[src/hdl/periph_bus_pkg.sv]
////////////////////////////////////////
// Peripheral bus definitions.
// Widths and vector types of the host
// request bus and the device address map.
////////////////////////////////////////

package periph_bus_pkg;

  // Bus widths.
  localparam int unsigned BusAddrWidth  = 32;
  localparam int unsigned BusDataWidth  = 32;
  localparam int unsigned BusByteEnable = 4;
  localparam int unsigned ByteWidth     = 8;
  localparam int unsigned RegAddrWidth  = 8;

  // Device indices into the one-hot select.
  localparam int unsigned NrDevices = 2;
  localparam int unsigned GpioIdx   = 0;
  localparam int unsigned TimerIdx  = 1;

  typedef logic [BusAddrWidth-1:0]  bus_addr_t;
  typedef logic [BusDataWidth-1:0]  bus_data_t;
  typedef logic [BusByteEnable-1:0] bus_be_t;
  typedef logic [RegAddrWidth-1:0]  reg_addr_t;
  typedef logic [NrDevices-1:0]     dev_sel_t;

  ////////////////////////////////////////
  // Address map.
  ////////////////////////////////////////

  localparam bus_addr_t GpioBase      = 32'h8000_0000;
  localparam bus_addr_t TimerBase     = 32'h8004_0000;
  localparam bus_addr_t DevWindowMask = 32'h0000_FFFF;

  // Replace the enabled bytes of a register word.
  function automatic bus_data_t be_merge(input bus_data_t old_val,
                                         input bus_data_t new_val,
                                         input bus_be_t   be);
    bus_data_t merged;
    merged = old_val;
    for (int i = 0; i < BusByteEnable; i++) begin
      if (be[i]) begin
        merged[i*ByteWidth +: ByteWidth] = new_val[i*ByteWidth +: ByteWidth];
      end
    end
    return merged;
  endfunction

endpackage

[src/hdl/periph_regs_pkg.sv]
////////////////////////////////////////
// Peripheral register definitions.
// Offsets, widths and reset values of
// the GPIO and timer registers.
////////////////////////////////////////

package periph_regs_pkg;

  // GPIO pin widths.
  localparam int unsigned GpiWidth = 13;
  localparam int unsigned GpoWidth = 24;

  // Machine timer width.
  localparam int unsigned TimerWidth = 64;

  typedef logic [GpiWidth-1:0]   gpi_t;
  typedef logic [GpoWidth-1:0]   gpo_t;
  typedef logic [TimerWidth-1:0] timer_val_t;

  // GPIO register offsets.
  localparam periph_bus_pkg::reg_addr_t GpioOutOffset = 8'h00;
  localparam periph_bus_pkg::reg_addr_t GpioInOffset  = 8'h04;

  // Timer register offsets, low half first.
  localparam periph_bus_pkg::reg_addr_t MtimeLowOffset     = 8'h00;
  localparam periph_bus_pkg::reg_addr_t MtimeHighOffset    = 8'h04;
  localparam periph_bus_pkg::reg_addr_t MtimecmpLowOffset  = 8'h08;
  localparam periph_bus_pkg::reg_addr_t MtimecmpHighOffset = 8'h0C;

  // Compare starts out of reach so no interrupt fires.
  localparam timer_val_t MtimecmpReset = '1;

endpackage

[src/hdl/bus_fabric.sv]
////////////////////////////////////////
// Bus fabric.
// Decodes host requests to the GPIO or
// timer and merges their responses.
// Unmapped requests get an error.
////////////////////////////////////////

module bus_fabric
  import periph_bus_pkg::*;
(
  input  logic      clk_sys_i,
  input  logic      reset_i,

  // Host side.
  input  logic      bus_req_i,
  input  logic      bus_we_i,
  input  bus_be_t   bus_be_i,
  input  bus_addr_t bus_addr_i,
  input  bus_data_t bus_wdata_i,
  output logic      bus_rvalid_o,
  output bus_data_t bus_rdata_o,
  output logic      bus_err_o,

  // Device side.
  output dev_sel_t  dev_req_o,
  output logic      dev_we_o,
  output bus_be_t   dev_be_o,
  output reg_addr_t dev_offset_o,
  output bus_data_t dev_wdata_o,
  input  logic      gpio_rvalid_i,
  input  bus_data_t gpio_rdata_i,
  input  logic      timer_rvalid_i,
  input  bus_data_t timer_rdata_i
);

  dev_sel_t dev_sel;
  dev_sel_t sel_q;
  logic     unmapped_q;

  ////////////////////////////////////////
  // Request decode.
  ////////////////////////////////////////

  // Compare the address bits above the window.
  assign dev_sel[GpioIdx]  = (bus_addr_i & ~DevWindowMask) == GpioBase;
  assign dev_sel[TimerIdx] = (bus_addr_i & ~DevWindowMask) == TimerBase;

  assign dev_req_o    = bus_req_i ? dev_sel : '0;
  assign dev_we_o     = bus_we_i;
  assign dev_be_o     = bus_be_i;
  assign dev_offset_o = bus_addr_i[RegAddrWidth-1:0];
  assign dev_wdata_o  = bus_wdata_i;

  // Remember where each request went.
  always_ff @(posedge clk_sys_i) begin
    if (reset_i) begin
      sel_q      <= '0;
      unmapped_q <= 1'b0;
    end else begin
      sel_q      <= dev_req_o;
      unmapped_q <= bus_req_i & ~(|dev_sel);
    end
  end

  ////////////////////////////////////////
  // Response merge.
  ////////////////////////////////////////

  always_comb begin
    bus_rvalid_o = unmapped_q;
    bus_rdata_o  = '0;
    if (sel_q[GpioIdx]) begin
      bus_rvalid_o = gpio_rvalid_i;
      bus_rdata_o  = gpio_rdata_i;
    end else if (sel_q[TimerIdx]) begin
      bus_rvalid_o = timer_rvalid_i;
      bus_rdata_o  = timer_rdata_i;
    end
  end

  // Only an unmapped address errors.
  assign bus_err_o = unmapped_q;

endmodule

[src/hdl/gpio.sv]
////////////////////////////////////////
// GPIO block.
// Byte-writable output register and a
// synchronised, readable input register.
////////////////////////////////////////

module gpio
  import periph_bus_pkg::*;
  import periph_regs_pkg::*;
(
  input  logic      clk_sys_i,
  input  logic      reset_i,

  // Device bus.
  input  logic      dev_req_i,
  input  logic      dev_we_i,
  input  bus_be_t   dev_be_i,
  input  reg_addr_t dev_offset_i,
  input  bus_data_t dev_wdata_i,
  output logic      dev_rvalid_o,
  output bus_data_t dev_rdata_o,

  // Pins.
  input  gpi_t      gp_i,
  output gpo_t      gp_o
);

  gpo_t      gpo_q;
  gpi_t      gpi_meta_q;
  gpi_t      gpi_q;
  bus_data_t gpo_merged;
  bus_data_t rdata_d;
  logic      gpo_wr;

  ////////////////////////////////////////
  // Output register.
  ////////////////////////////////////////

  assign gpo_wr     = dev_req_i & dev_we_i & (dev_offset_i == GpioOutOffset);
  assign gpo_merged = be_merge(bus_data_t'(gpo_q), dev_wdata_i, dev_be_i);

  always_ff @(posedge clk_sys_i) begin
    if (reset_i) begin
      gpo_q <= '0;
    end else if (gpo_wr) begin
      // Upper byte has no pins behind it.
      gpo_q <= gpo_merged[GpoWidth-1:0];
    end
  end

  assign gp_o = gpo_q;

  // Two-stage input synchroniser.
  always_ff @(posedge clk_sys_i) begin
    gpi_meta_q <= gp_i;
    gpi_q      <= gpi_meta_q;
  end

  ////////////////////////////////////////
  // Read response.
  ////////////////////////////////////////

  always_comb begin
    rdata_d = '0;
    if (!dev_we_i) begin
      case (dev_offset_i)
        GpioOutOffset: rdata_d = bus_data_t'(gpo_q);
        GpioInOffset:  rdata_d = bus_data_t'(gpi_q);
        default:       rdata_d = '0;
      endcase
    end
  end

  always_ff @(posedge clk_sys_i) begin
    if (reset_i) begin
      dev_rvalid_o <= 1'b0;
    end else begin
      dev_rvalid_o <= dev_req_i;
    end
  end

  always_ff @(posedge clk_sys_i) begin
    dev_rdata_o <= rdata_d;
  end

endmodule

[src/hdl/timer.sv]
////////////////////////////////////////
// Machine timer.
// Free-running 64-bit mtime, a compare
// register and a registered interrupt.
////////////////////////////////////////

module timer
  import periph_bus_pkg::*;
  import periph_regs_pkg::*;
(
  input  logic      clk_sys_i,
  input  logic      reset_i,

  // Device bus.
  input  logic      dev_req_i,
  input  logic      dev_we_i,
  input  bus_be_t   dev_be_i,
  input  reg_addr_t dev_offset_i,
  input  bus_data_t dev_wdata_i,
  output logic      dev_rvalid_o,
  output bus_data_t dev_rdata_o,

  // Interrupt.
  output logic      timer_irq_o
);

  timer_val_t mtime_q;
  timer_val_t mtime_d;
  timer_val_t mtimecmp_q;
  timer_val_t mtimecmp_d;
  bus_data_t  rdata_d;
  logic       wr;

  assign wr = dev_req_i & dev_we_i;

  ////////////////////////////////////////
  // Register updates.
  ////////////////////////////////////////

  always_comb begin
    mtime_d    = mtime_q + 1'b1;
    mtimecmp_d = mtimecmp_q;
    if (wr) begin
      case (dev_offset_i)
        // A write to mtime replaces this cycle's increment.
        MtimeLowOffset: begin
          mtime_d = {mtime_q[TimerWidth-1:BusDataWidth],
                     be_merge(mtime_q[BusDataWidth-1:0], dev_wdata_i, dev_be_i)};
        end
        MtimeHighOffset: begin
          mtime_d = {be_merge(mtime_q[TimerWidth-1:BusDataWidth], dev_wdata_i, dev_be_i),
                     mtime_q[BusDataWidth-1:0]};
        end
        MtimecmpLowOffset: begin
          mtimecmp_d = {mtimecmp_q[TimerWidth-1:BusDataWidth],
                        be_merge(mtimecmp_q[BusDataWidth-1:0], dev_wdata_i, dev_be_i)};
        end
        MtimecmpHighOffset: begin
          mtimecmp_d = {be_merge(mtimecmp_q[TimerWidth-1:BusDataWidth], dev_wdata_i,
                                 dev_be_i),
                        mtimecmp_q[BusDataWidth-1:0]};
        end
        default: begin
          mtimecmp_d = mtimecmp_q;
        end
      endcase
    end
  end

  always_ff @(posedge clk_sys_i) begin
    if (reset_i) begin
      mtime_q     <= '0;
      mtimecmp_q  <= MtimecmpReset;
      timer_irq_o <= 1'b0;
    end else begin
      mtime_q     <= mtime_d;
      mtimecmp_q  <= mtimecmp_d;
      // Level interrupt, one cycle behind the compare.
      timer_irq_o <= mtime_q >= mtimecmp_q;
    end
  end

  ////////////////////////////////////////
  // Read response.
  ////////////////////////////////////////

  always_comb begin
    rdata_d = '0;
    if (!dev_we_i) begin
      case (dev_offset_i)
        MtimeLowOffset:     rdata_d = mtime_q[BusDataWidth-1:0];
        MtimeHighOffset:    rdata_d = mtime_q[TimerWidth-1:BusDataWidth];
        MtimecmpLowOffset:  rdata_d = mtimecmp_q[BusDataWidth-1:0];
        MtimecmpHighOffset: rdata_d = mtimecmp_q[TimerWidth-1:BusDataWidth];
        default:            rdata_d = '0;
      endcase
    end
  end

  always_ff @(posedge clk_sys_i) begin
    if (reset_i) begin
      dev_rvalid_o <= 1'b0;
    end else begin
      dev_rvalid_o <= dev_req_i;
    end
  end

  always_ff @(posedge clk_sys_i) begin
    dev_rdata_o <= rdata_d;
  end

endmodule

[src/hdl/periph_system.sv]
////////////////////////////////////////
// Peripheral subsystem top level.
// Bus fabric with a GPIO block and a
// machine timer behind it.
////////////////////////////////////////

module periph_system
  import periph_bus_pkg::*;
  import periph_regs_pkg::*;
(
  input  logic      clk_sys_i,
  input  logic      reset_i,

  // Host bus.
  input  logic      bus_req_i,
  input  logic      bus_we_i,
  input  bus_be_t   bus_be_i,
  input  bus_addr_t bus_addr_i,
  input  bus_data_t bus_wdata_i,
  output logic      bus_rvalid_o,
  output bus_data_t bus_rdata_o,
  output logic      bus_err_o,

  // Pins and interrupt.
  input  gpi_t      gp_i,
  output gpo_t      gp_o,
  output logic      timer_irq_o
);

  // Shared device request lines.
  dev_sel_t  dev_req;
  logic      dev_we;
  bus_be_t   dev_be;
  reg_addr_t dev_offset;
  bus_data_t dev_wdata;

  // Per-device responses.
  logic      gpio_rvalid;
  bus_data_t gpio_rdata;
  logic      timer_rvalid;
  bus_data_t timer_rdata;

  bus_fabric u_bus_fabric (
    .clk_sys_i     (clk_sys_i),
    .reset_i       (reset_i),
    .bus_req_i     (bus_req_i),
    .bus_we_i      (bus_we_i),
    .bus_be_i      (bus_be_i),
    .bus_addr_i    (bus_addr_i),
    .bus_wdata_i   (bus_wdata_i),
    .bus_rvalid_o  (bus_rvalid_o),
    .bus_rdata_o   (bus_rdata_o),
    .bus_err_o     (bus_err_o),
    .dev_req_o     (dev_req),
    .dev_we_o      (dev_we),
    .dev_be_o      (dev_be),
    .dev_offset_o  (dev_offset),
    .dev_wdata_o   (dev_wdata),
    .gpio_rvalid_i (gpio_rvalid),
    .gpio_rdata_i  (gpio_rdata),
    .timer_rvalid_i(timer_rvalid),
    .timer_rdata_i (timer_rdata)
  );

  gpio u_gpio (
    .clk_sys_i   (clk_sys_i),
    .reset_i     (reset_i),
    .dev_req_i   (dev_req[GpioIdx]),
    .dev_we_i    (dev_we),
    .dev_be_i    (dev_be),
    .dev_offset_i(dev_offset),
    .dev_wdata_i (dev_wdata),
    .dev_rvalid_o(gpio_rvalid),
    .dev_rdata_o (gpio_rdata),
    .gp_i        (gp_i),
    .gp_o        (gp_o)
  );

  timer u_timer (
    .clk_sys_i   (clk_sys_i),
    .reset_i     (reset_i),
    .dev_req_i   (dev_req[TimerIdx]),
    .dev_we_i    (dev_we),
    .dev_be_i    (dev_be),
    .dev_offset_i(dev_offset),
    .dev_wdata_i (dev_wdata),
    .dev_rvalid_o(timer_rvalid),
    .dev_rdata_o (timer_rdata),
    .timer_irq_o (timer_irq_o)
  );

endmodule

[config.mk]
export PLATFORM = sky130hd
export DESIGN_NAME = periph_system
export DESIGN_NICKNAME = d
export VERILOG_FILES = /design/src/hdl/periph_bus_pkg.sv /design/src/hdl/periph_regs_pkg.sv /design/src/hdl/bus_fabric.sv /design/src/hdl/gpio.sv /design/src/hdl/timer.sv /design/src/hdl/periph_system.sv
export SDC_FILE = /design/constraint.sdc
export NUM_CORES = 1
export LEC_CHECK = 0
export BUFFER_PORTS_ARGS = -buffer_cell sky130_fd_sc_hd__buf_2
export CORE_MARGIN = 2
export CORE_UTILIZATION = 50
export CTS_CLUSTER_SIZE = 8
export DETAILED_ROUTE_END_ITERATION = 12
export HOLD_SLACK_MARGIN = 0.12
export PLACE_DENSITY = 0.76
export REMOVE_ABC_BUFFERS = 1
export SYNTH_ARGS = -nofsm -noshare
export SYNTH_HDL_FRONTEND = slang
export SYNTH_SLANG_ARGS = --single-unit
[constraint.sdc]
create_clock -name clk_sys_i -period 2.95 [get_ports clk_sys_i]
set_input_delay 0.59 -clock clk_sys_i [delete_from_list [all_inputs] [get_ports clk_sys_i]]
set_output_delay 0.59 -clock clk_sys_i [all_outputs]
set_load 0.02 [all_outputs]
Word-level counts from Yosys, hierarchy flattened. Index checks and enable logic that the tools add are counted.

Eq/ne operators: 15. Bitwise gates (word level): 7. Magnitude comparators: 1. Muxes and demuxes: 14. $add $sub $neg: 1. Multiply operators: 0. Div/mod/pow operators: 0. Reduce and logical (&&, ||, !) cells: 21. Shifts and indexed selects: 0.

Operators with widths (count): case mux 64 bit (2 select lines) (2); case mux 32 bit (4 select lines) (1); adder 64 x 1 -> 64 bit (second input constant) (1); >= comparator 64 bit (1); two-way mux 32 bit (2); two-way mux 64 bit (1); case mux 24 bit (2 select lines) (1); equality test 16 bit (second input constant) (2); two-way mux 8 bit (4); AND reduction 4 bit (8); inequality test 3 bit (second input constant) (8); AND reduction 2 bit (11); equality test 8 x 4 -> 1 bit (second input constant) (2); equality test 8 x 3 -> 1 bit (second input constant) (1); logical NOT 8 bit (1); bitwise AND 1 bit (4); inequality test 2 bit (second input constant) (2); NOT 1 bit (3); two-way mux 1 bit (2); two-way mux 2 bit (1); OR reduction 2 bit (1).

RAM bits: 0. Memories kept: 0. Bits in read-only memories: 0. Register bits after elaboration: 248. Bits in latches: 0.

Longest topological paths before layout. Gate-level depths: netlist of the first run.

Word-level depth: 5. Depth in mapped cells: 9.

Cells and area by module. From an unflattened synthesis of the first run, not the netlist that was laid out.

Cells, all modules: 1543. Area total of the unflattened synthesis: 13137.6 um2.

Modules (own cells, without submodules): timer (instances 1, cells each 1224, area an instance 9815.7 um2); gpio (instances 1, cells each 216, area an instance 2499.9 um2); bus_fabric (instances 1, cells each 103, area an instance 822.0 um2).

Worst setup path after synthesis of the first run. Ideal clock, no wire load.

Path type: reg-to-reg. Start point: register u_timer.mtime_q[0]. End point: register u_timer.mtime_q[52]. Library setup time: 78 ps. Arrival time: 2356 ps. Setup slack: 516 ps. Cell stages (with the launch flop): 9. Required time: 2872 ps. Path through: dfxtp_1 -> ha_1 -> and3_1 -> nand3_1 -> or4_1 -> clkbuf_1 -> nor4_1 -> mux2_2 -> nor3_1.

Cells in the longest elaborated chain, start to end: 3.

Ends and longest elaborated chain: from (decl) (line timer.sv:27) `timer_val_t mtime_q;`; from (signal assigned) (line timer.sv:76) `mtime_q <= mtime_d;`; adder 64 x 1 -> 64 bit * (line timer.sv:41) `mtime_d = mtime_q + 1'b1;`; case mux 64 bit (2 select lines) (line timer.sv:44) `case (dev_offset_i)`; two-way mux 64 bit * (line timer.sv:43) `if (wr) begin`.

Every way passes the cells marked *; elsewhere a longest branch is shown, timed or not. A chain may end at the register's enable or synchronous reset.

Worst setup path after layout of the first run.
Start point: register u_timer.mtime_q[1]. End point: register u_timer.mtime_q[42].

Same word-level chain as after synthesis.

==> results of run 1 <==
-- final timing paths --
check,start,slack (ns),to,depth (start not counted)
worst max-delay path,u_timer.mtime_q[1],0.27,u_timer.mtime_q[42],8
worst min-delay path,gp_i[0],0.17,u_gpio.gpi_meta_q[0],1
worst max register to register,u_timer.mtime_q[1],0.27,u_timer.mtime_q[42],8
worst min register to register,u_gpio.gpi_meta_q[7],0.32,u_gpio.gpi_q[7],0
-- flip-flops by register name, summed over array words and instances, names as in the netlist --
| name | flops |
|---|---|
| u_bus_fabric.sel_q | 2 |
| u_timer.timer_irq_o | 1 |
| u_gpio.gp_o | 24 |
| u_gpio.gpi_meta_q | 13 |
| u_gpio.dev_rdata_o | 24 |
| u_timer.dev_rdata_o | 32 |
| u_timer.mtimecmp_q | 64 |
| u_gpio.gpi_q | 13 |
| u_timer.mtime_q | 64 |
| u_bus_fabric.bus_err_o | 1 |
-- cells by family (layout without fill, tap and decap cells) --
| family | after synthesis | count (layout) | share of synthesized area, % |
|---|---|---|---|
| XOR/XNOR | 3 | 3 | 0.2174 |
| AO/OA/AOI/OAI | 338 | 338 | 20.07 |
| multiplexers | 71 | 71 | 6.178 |
| adder cells (fa/ha/maj) | 65 | 65 | 6.727 |
| flip-flops | 238 | 238 | 39.41 |
| buffers and inverters | 164 | 316 | 5.423 |
| AND/OR/NAND/NOR | 520 | 520 | 21.98 |
-- synth_stat cells, drive strengths merged, types with 3 or more instances --
master / instances
or3: 11
a2bb2oi: 8
inv: 74
and2: 39
nand3: 36
nand4: 35
xor2: 3
nor4: 27
nor2b: 5
a41oi: 3
mux2i: 42
a221oi: 6
and3: 30
o21ai: 38
and4: 14
clkbuf: 61
or4: 5
ha: 65
o211ai: 69
a21o: 15
nor3: 30
o21a: 3
nand3b: 5
a211oi: 17
dfxtp: 238
nor2: 120
nand2: 147
a22o: 26
a21oi: 61
buf: 29
mux2: 29
nor4b: 5
a31oi: 34
nor3b: 3
a2111oi: 3
a222oi: 32
-- cell type report --
type	count	area [um2]	area share [%]
clock inverters	2	25.02	0.1748
multi-input cells	997	6688	46.71
inverters	74	277.8	1.940
well taps	319	399.1	2.788
flip-flops and latches	238	4765	33.28
repair buffers	202	1254	8.757
clock buffers	38	908.4	6.345
-- cells in the final DEF (no fill, tap or decap), drive strengths merged, types with 5 or more instances in the layout --
master / instances
o211ai: 69
and3: 30
inv: 75
or3: 11
nor2: 120
buf: 202
nand3b: 5
a22o: 26
nor4: 27
and4: 14
nor2b: 5
a2bb2oi: 8
a211oi: 17
a31oi: 34
dfxtp: 238
nor4b: 5
a221oi: 6
mux2i: 42
a222oi: 32
nand2: 147
nor3: 30
or4: 5
nand3: 36
clkbuf: 38
a21o: 15
nand4: 35
o21ai: 38
mux2: 29
ha: 65
and2: 39
a21oi: 61
-- power groups by stage --
stage | clock [mW] | sequential (mW) | combinational (mW)
after floorplan | 0 | 3.32 | 0.118
after global placement | 0 | 3.32 | 0.314
after detailed placement | 0 | 3.32 | 0.316
after CTS | 3.56 | 3.26 | 0.320
after global routing | 3.73 | 3.25 | 0.345
final | 3.53 | 3.26 | 0.325
-- layer usage --
metal / part of all wire [%] / routed length, um / up-vias
met4: 3.5 / 1336 / 0
met5: 0 / 0 / -
met2: 46 / 17440 / 577
met1: 42 / 15810 / 5483
met3: 9.2 / 3509 / 95
li1: - / - / 5468
==> metrics.yaml, run 1 <==
status: "finished clean"
swShare_pct: 22.41
fmax_mhz: 373.0
synth_top_cell_area_share_pct: 39.41
final_area_um2: 14320
p_clk_share_pct: 49.6
p_int_mw: 5.518
gp_congestion: 0.9351
place_area_um2: 13380
slowest_stage: "nor4_1"
p_seq_share_pct: 45.8
ys_top_cells_by_area: "dfxtp_1 39%, ha_1 6.7%, nand2_1 4.6%, o211ai_1 4.3%, nor2_1 3.6%"
synthToLayoutAreaGrowth_pct: 18.41
vias_per_cell: 6.216
diodes: 0
grt.total_usage_pct: 29.56
start_kind: "flop"
cp_max_fo: 6
cts-resized-gates: 0
path_class: "flop to flop"
arrival_ns: 3.11
fp.dieH_um: 159.5
syn_avg_cell_area_um2: 8.642
busiest_layer: "met2"
hold_violations: 0
dp_worst_setup_slack_ns: 0.1917
syn_area_um2: 12090
clock_path_buffers: 3
cts_tree: "done"
drc: 0
hold_buffers: 0
grt_pass1_wl_mm: 60.92
clock-root-buffer: "clkbuf_16"
io_pins: 144
ys.flop_type: "dfxtp_1"
skew_ns: 0.01982
port_buffers: 135
rows: 56
relSlewSlack_pct: 52.35
overflow: 0
hpwl_mm: 26.76
grt_max_degree: 90
use_met3_pct: 6.382
routed_wl_mm: 38.09
cts.clk_slew.worst_paths_ns: 0.05
htree_num_levels: 2
yosysTopAreaCell: "dfxtp_1"
tightest_slew_ns: 0.6967
p_switching_mw: 1.593
fin_hold_ws_ns: 0.1737
hp-class: "input pin to flop"
nets: 1698
cts_buffers: 35
final_cells: 1870
final_util_pct: 60.63
required_ns: 3.38
yosysSeqAreaShare_pct: 39.41
worst-path-buf-inv: 1
max_cap_violations: 0
p_comb_share_pct: 4.6
antenna_left: 0
syn_inst: 1399
async_flop_share_pct: 0
cts.sinks: 238
die_x_um: 159.5
dr.pass1.iters: 8
vdd_drop_max_v: 0.0003435
antenna_found_initial: 0
postCtsSetupBuffers: 0
wl_per_cell_um: 20.37
setup_slack_ns: 0.2692
num_vias: 11620
fin_crit_ns: 2.681
ys_warn_count: 0
endpoint_kind: "flop"
setup_tns_ns: 0
layout-drive-gt1-share_pct: 18.70
start_util_pct: 51.20
rsz0062_at_grt: "no"
core_area_um2: 23610
grt_pass1_vias: 11320
p_leak_nw: 6.578
finalSetupViolCount: 0
synth_edf_count: 0
slowest_delay_ns: 0.42
fp.dieArea_um2: 25440
grt_use_met1_pct: 38.24
power.density_nw_per_um2: 496.8
slew_violations: 0
drt_iter0_markers: 1131
synth.ff_latch_count: 238
worstPathCellList: "ha_1 -> and3_1 -> nand3_1 -> buf_4 -> nor4_1 -> nand4_1 -> or3_1 -> a31oi_1"
ys_types: 70
timing.final.crit_share_pct: 90.87
use_met2_pct: 47.86
power_mw: 7.112
crit_family: "simple AND/OR/NAND/NOR gates"
dp.cells: 1830
fill_cells: 2098
clk_latency_ns: 0.52
Note: power is estimated with default switching activity, not from simulation.
==> inputs of run 2 (changes only) <==
Settings changed: CELL_PAD_IN_SITES_DETAIL_PLACEMENT set to 1, CELL_PAD_IN_SITES_GLOBAL_PLACEMENT set to 2, CORE_UTILIZATION 50 to 36, PLACE_DENSITY 0.76 to 0.87, SKIP_LAST_GASP set to 1.
==> run 2 against run 1 <==
Worst setup slack got worse by 0.15 ns; utilization decreased by 17 points; sequential share of layout area decreased by 0.63 points; critical endpoint is now u_timer.mtime_q[52]; highest routed layer unchanged.
==> metrics.yaml, run 2 (same netlist as run 1, synthesis figures left out) <==
drt_iter0_markers: 727  # was 1,131
routed_wl_mm: 44.68  # was 38.09 mm
clk_latency_ns: 0.50  # was 0.52 ns
arrival_ns: 3.23  # was 3.11 ns
wl_per_cell_um: 22.14  # was 20.37 um
rsz0062_at_grt: "no"  # unchanged
layout_common_cells: "238 x dfxtp_1, 147 x nand2_1, 134 x buf_2"  # was 238 x dfxtp_1, 147 x nand2_1, 135 x buf_2
final_common_cell: "dfxtp_1"  # unchanged
place_area_um2: 13700  # was 13,380 um2
setup_tns_ns: 0  # unchanged
antenna_left: 0  # unchanged
fp.dieH_um: 187.3  # was 159.5 um
io_pins: 144  # unchanged
final_util_pct: 43.85  # was 60.63%
fin_crit_ns: 2.832  # was 2.681 ns
tightest_slew_ns: 0.9746  # was 0.6967 ns
fp.dieArea_um2: 35070  # was 25,440 um2
hold_violations: 0  # unchanged
core_area_um2: 33280  # was 23,610 um2
vdd_drop_max_v: 0.0003066  # was 0.0003435 V
hpwl_mm: 32.36  # was 26.76 mm
max_cap_violations: 0  # unchanged
cp_max_fo: 6  # unchanged
cts.clk_slew.worst_paths_ns: 0.05  # about the same
final_area_um2: 14590  # was 14,320 um2
htree_num_levels: 2  # unchanged
grt.total_usage_pct: 25.19  # was 29.56%
port_buffers: 135  # unchanged
cts.sinks: 238  # unchanged
clock-root-buffer: "clkbuf_16"  # unchanged
rows: 67  # was 56
start_kind: "flop"  # unchanged
grt_pass1_vias: 12310  # was 11,320
relSlewSlack_pct: 34.96  # was 52.35%
cts_buffers: 35  # unchanged
clock_path_buffers: 3  # unchanged
slew_violations: 0  # unchanged
vias_per_cell: 5.859  # was 6.216
dp_worst_setup_slack_ns: 0.07684  # was 0.1917 ns
required_ns: 3.35  # was 3.38 ns
status: "finished clean"  # unchanged
reg.largest.list: "u_timer.mtime_q x64, u_timer.mtimecmp_q x64, u_timer.dev_rdata_o x32"  # unchanged
antenna_found_initial: 0  # unchanged
synthToLayoutAreaGrowth_pct: 20.71  # was 18.41%
nets: 1719  # was 1,698
timing.final.crit_share_pct: 96.01  # was 90.87%
dr.pass1.iters: 8  # unchanged
postCtsSetupBuffers: 0  # unchanged
start_util_pct: 36.33  # was 51.20%
p_leak_nw: 6.665  # was 6.578 nW
grt_pass1_wl_mm: 70.06  # was 60.92 mm
grt_max_degree: 56  # was 90
drc: 0  # unchanged
fmax_mhz: 353.1  # was 373.0 MHz
diodes: 0  # unchanged
layout-drive-gt1-share_pct: 19.75  # was 18.70%
path_class: "flop to flop"  # unchanged
die_x_um: 187.3  # was 159.5 um
overflow: 0  # unchanged
num_vias: 11820  # was 11,620
skew_ns: 0.009241  # was 0.01982 ns
endpoint_kind: "flop"  # unchanged
gp_congestion: 0.8682  # was 0.9351
power_mw: 7.079  # was 7.112 mW
hp-class: "input pin to flop"  # unchanged
power.density_nw_per_um2: 485.1  # was 496.8 nW/um2
cts_tree: "done"  # unchanged
setup_slack_ns: 0.1177  # was 0.2692 ns
finalSetupViolCount: 0  # unchanged
[run 2: worst max-delay path: stages (launching register included)]
cell	delay, ns
dfxtp_1	0.44
ha_1	0.26
and3_1	0.20
nand3_1	0.18
or4_1	0.61
nor4_1	0.33
buf_4	0.18
mux2_2	0.33
nor3_2	0.20
[run 2: routing by layer]
layer	vias up	track usage (%)	wire length [um]	part of all wire (%)
met2	335	42.89	21200	47
li1	5516	-	-	-
met3	105	3.715	2222	5.0
met4	0	9.890	1794	4.0
met5	-	0	0	0
met1	5867	32.08	19470	44
[run 2: where the power goes]
group	switching (mW)	total (mW)	internal (mW)	leakage (nW)
logic	0.214	0.335	0.121	4.30
registers	0.0116	3.26	3.25	1.93
clock network	1.40	3.49	2.09	0.438
total	1.62	7.08	5.46	6.66
[run 2: metrics by stage]
| step | std cells | hold slack, ns |
|---|---|---|
| after floorplan | 1309 | 0.3096 |
| after global placement | 1980 | 0.3127 |
| after detailed placement | 1980 | 0.3135 |
| after CTS | 2018 | 0.1751 |
| after global routing | 2018 | 0.1726 |
| final | 2018 | 0.1926 |
[run 2: path summary, 6_finish.rpt]
check	slack [ns]	cells after the start	end	start
worst max-delay path	0.12	8	u_timer.mtime_q[52]	u_timer.mtime_q[1]
worst min-delay path	0.19	1	u_gpio.gpi_meta_q[7]	gp_i[7]
worst max register to register	0.12	8	u_timer.mtime_q[52]	u_timer.mtime_q[1]
worst min register to register	0.32	0	u_gpio.gpi_q[4]	u_gpio.gpi_meta_q[4]
[run 2: final cells by class]
class / count / area, um2
Clock buffer: 37 / 883.3
Timing Repair Buffer: 223 / 1401
Multi-Input combinational cell: 997 / 6698
Inverter: 74 / 277.8
Sequential cell: 238 / 4765
Clock inverter: 1 / 8.758
Fill cell: 3951 / 18690
Tap cell: 448 / 560.5
[run 2: repair_timing]
action / CTS / global route
gates resized for setup: 0 / 1
hold endpoints to repair: 0 / 0
hold buffers: 0 / 0
setup endpoints to repair: 0 / 1
==> inputs of run 3 (changes only) <==
Settings changed: CORE_UTILIZATION 36 to 38, PLACE_DENSITY 0.87 to 0.9.
Clock period 2.95 ns to 3.3 ns, I/O delays scaled along.
==> run 3 against run 2 <==
Global-route usage rose by 0.69 points; cell count is 4.2% lower; via count down 1.7%; die area shrank 5.2%; largest power group unchanged.
==> metrics.yaml, run 3 (same netlist as run 1, synthesis figures left out) <==
cts.sinks: 238  # unchanged
die_x_um: 182.4  # was 187.3 um
routed_wl_mm: 42.81  # was 44.68 mm
overflow: 0  # unchanged
gp_congestion: 0.8749  # was 0.8682
fmax_mhz: 367.3  # was 353.1 MHz
use_met3_pct: 4.011  # was 3.715%
reg2reg_from: "u_timer.mtime_q[1]"  # unchanged
clock-root-buffer: "clkbuf_16"  # unchanged
grt_use_met1_pct: 33.18  # was 32.08%
busiest_layer: "met2"  # unchanged
drt_iter0_markers: 948  # was 727
core_area_um2: 31470  # was 33,280 um2
cts_tree: "done"  # unchanged
slowest_delay_ns: 0.45  # was 0.61 ns
hold_buffers: 0  # unchanged
p_leak_nw: 6.445  # was 6.665 nW
cts_buffers: 35  # unchanged
layout-drive-gt1-share_pct: 17.69  # was 19.75%
arrival_ns: 3.15  # was 3.23 ns
rsz0062_at_grt: "no"  # unchanged
htree_num_levels: 2  # unchanged
hpwl_mm: 30.36  # was 32.36 mm
wl_per_cell_um: 22.13  # was 22.14 um
skew_ns: 0.01750  # was 0.009241 ns
synthToLayoutAreaGrowth_pct: 17.48  # was 20.71%
p_int_mw: 4.870  # was 5.455 mW
worst-path-stages: 9  # was 8
cts.clk_slew.worst_paths_ns: 0.05  # about the same
hold_violations: 0  # unchanged
place_area_um2: 13310  # was 13,700 um2
fp.dieArea_um2: 33260  # was 35,070 um2
finalSetupViolCount: 0  # unchanged
p_switching_mw: 1.441  # was 1.624 mW
cp_max_fo: 6  # unchanged
clk_latency_ns: 0.51  # was 0.50 ns
use_met2_pct: 44.85  # was 42.89%
antenna_left: 0  # unchanged
vdd_drop_max_v: 0.0002666  # was 0.0003066 V
cp-endpoint: "u_timer.mtime_q[62]"  # was u_timer.mtime_q[52]
antenna_found_initial: 0  # unchanged
hp-class: "input pin to flop"  # unchanged
slew_violations: 0  # unchanged
relSlewSlack_pct: 30.27  # was 34.96%
p_clk_share_pct: 49.3  # about the same
path_class: "flop to flop"  # unchanged
grt_max_degree: 58  # was 56
start_util_pct: 38.41  # was 36.33%
cts-resized-gates: 0  # unchanged
r2r_cells: 9  # was 8
fin_hold_ws_ns: 0.2578  # was 0.1926 ns
num_vias: 11620  # was 11,820
start_kind: "flop"  # unchanged
dr.pass1.iters: 7  # was 8
max_cap_violations: 0  # unchanged
rrSetupSlack_ns: 0.58  # was 0.12 ns
postCtsSetupBuffers: 0  # unchanged
status: "finished clean"  # unchanged
swShare_pct: 22.83  # was 22.94%
endpoint_kind: "flop"  # unchanged
port_buffers: 135  # unchanged
final_area_um2: 14200  # was 14,590 um2
grt_pass1_vias: 11930  # was 12,310
worstPathCellList: "ha_1 -> and3_1 -> nand3_1 -> buf_4 -> nor4_2 -> buf_4 -> nand4_1 -> or3_1 -> a31oi_1"  # was ha_1 -> and3_1 -> nand3_1 -> or4_1 -> nor4_1 -> buf_4 -> mux2_2 -> nor3_2
required_ns: 3.72  # was 3.35 ns
grt.total_usage_pct: 25.89  # was 25.19%
tightest_slew_ns: 1.045  # was 0.9746 ns
timing.final.crit_share_pct: 82.50  # was 96.01%
nets: 1681  # was 1,719
p_comb_share_pct: 4.6  # was 4.7%
worst-path-buf-inv: 2  # was 1
grt_pass1_wl_mm: 68.06  # was 70.06 mm
io_pins: 144  # unchanged
rows: 65  # was 67
drc: 0  # unchanged
worstSetupStartpoint: "u_timer.mtime_q[1]"  # unchanged
reg.largest.list: "u_timer.mtime_q x64, u_timer.mtimecmp_q x64, u_timer.dev_rdata_o x32"  # unchanged
slowest_stage: "or3_1"  # was or4_1
worst_r2r_endpoint: "u_timer.mtime_q[62]"  # was u_timer.mtime_q[52]
cpMostUsedCell: "buf_4"
fin_crit_ns: 2.723  # was 2.832 ns
vias_per_cell: 6.007  # was 5.859
layout_common_cells: "238 x dfxtp_1, 147 x nand2_1, 134 x buf_2"  # unchanged
diodes: 0  # unchanged
p_seq_share_pct: 46.1  # was 46.0%
fp.dieH_um: 182.4  # was 187.3 um
power.density_nw_per_um2: 444.3  # was 485.1 nW/um2
final_common_cell: "dfxtp_1"  # unchanged
crit_family: "simple AND/OR/NAND/NOR gates"  # unchanged
clock_path_buffers: 3  # unchanged
-- run 3: changes by cell type in the layout (fill, tap and decap cells not counted) --
cell | previous run | this run
buf_12 | 5 | 2
buf_4 | 84 | 49
nor2b_2 | 0 | 1
nor2b_4 | 1 | 0
nor3_1 | 28 | 29
nor3_2 | 2 | 1
-- run 3: layout make-up --
type                            count  area [um2]
Fill cell                        3702       17270
Multi-Input combinational cell    997        6688
Sequential cell                   238        4765
Timing Repair Buffer              185        1079
Clock buffer                       37       883.3
Tap cell                          402       503.0
Inverter                           74       277.8
Clock inverter                      1       8.758
-- run 3: worst min path at each step --
stage | start | to | slack (ns) | depth (start not counted)
floorplan | u_gpio.gpi_meta_q[0] | u_gpio.gpi_q[0] | 0.31 | 0
global placement | u_gpio.gpi_meta_q[1] | u_gpio.gpi_q[1] | 0.31 | 0
detailed placement | u_gpio.gpi_meta_q[10] | u_gpio.gpi_q[10] | 0.31 | 0
CTS | gp_i[12] | u_gpio.gpi_meta_q[12] | 0.24 | 1
global route | gp_i[7] | u_gpio.gpi_meta_q[7] | 0.25 | 1
finish | gp_i[12] | u_gpio.gpi_meta_q[12] | 0.26 | 1
-- run 3: power by group through the flow --
stage / clock network (mW) / registers (mW) / logic, mW
floorplan: 0 / 2.97 / 0.106
finish: 3.11 / 2.91 / 0.290
CTS: 3.18 / 2.91 / 0.290
detailed placement: 0 / 2.97 / 0.289
global placement: 0 / 2.97 / 0.286
global route: 3.30 / 2.91 / 0.313
-- run 3: routing by layer --
layer	routed length, um	vias to the layer above
met5	0	-
met4	1236	0
met3	1986	79
met2	20790	311
met1	18800	5796
li1	-	5432
-- run 3: through the flow --
step	setup TNS (ns)	setup WS, ns	instances	power [mW]	util, %
2_1_floorplan	-55.83	-1.404	1309	3.071	-
3_3_place_gp	0	0.3864	1896	3.253	42.29
3_5_place_dp	0	0.3502	1896	3.257	42.29
4_1_cts	0	0.6097	1934	6.381	45.13
5_1_grt	0	0.4079	1934	6.523	45.13
6_report	0	0.5775	1934	6.311	45.13
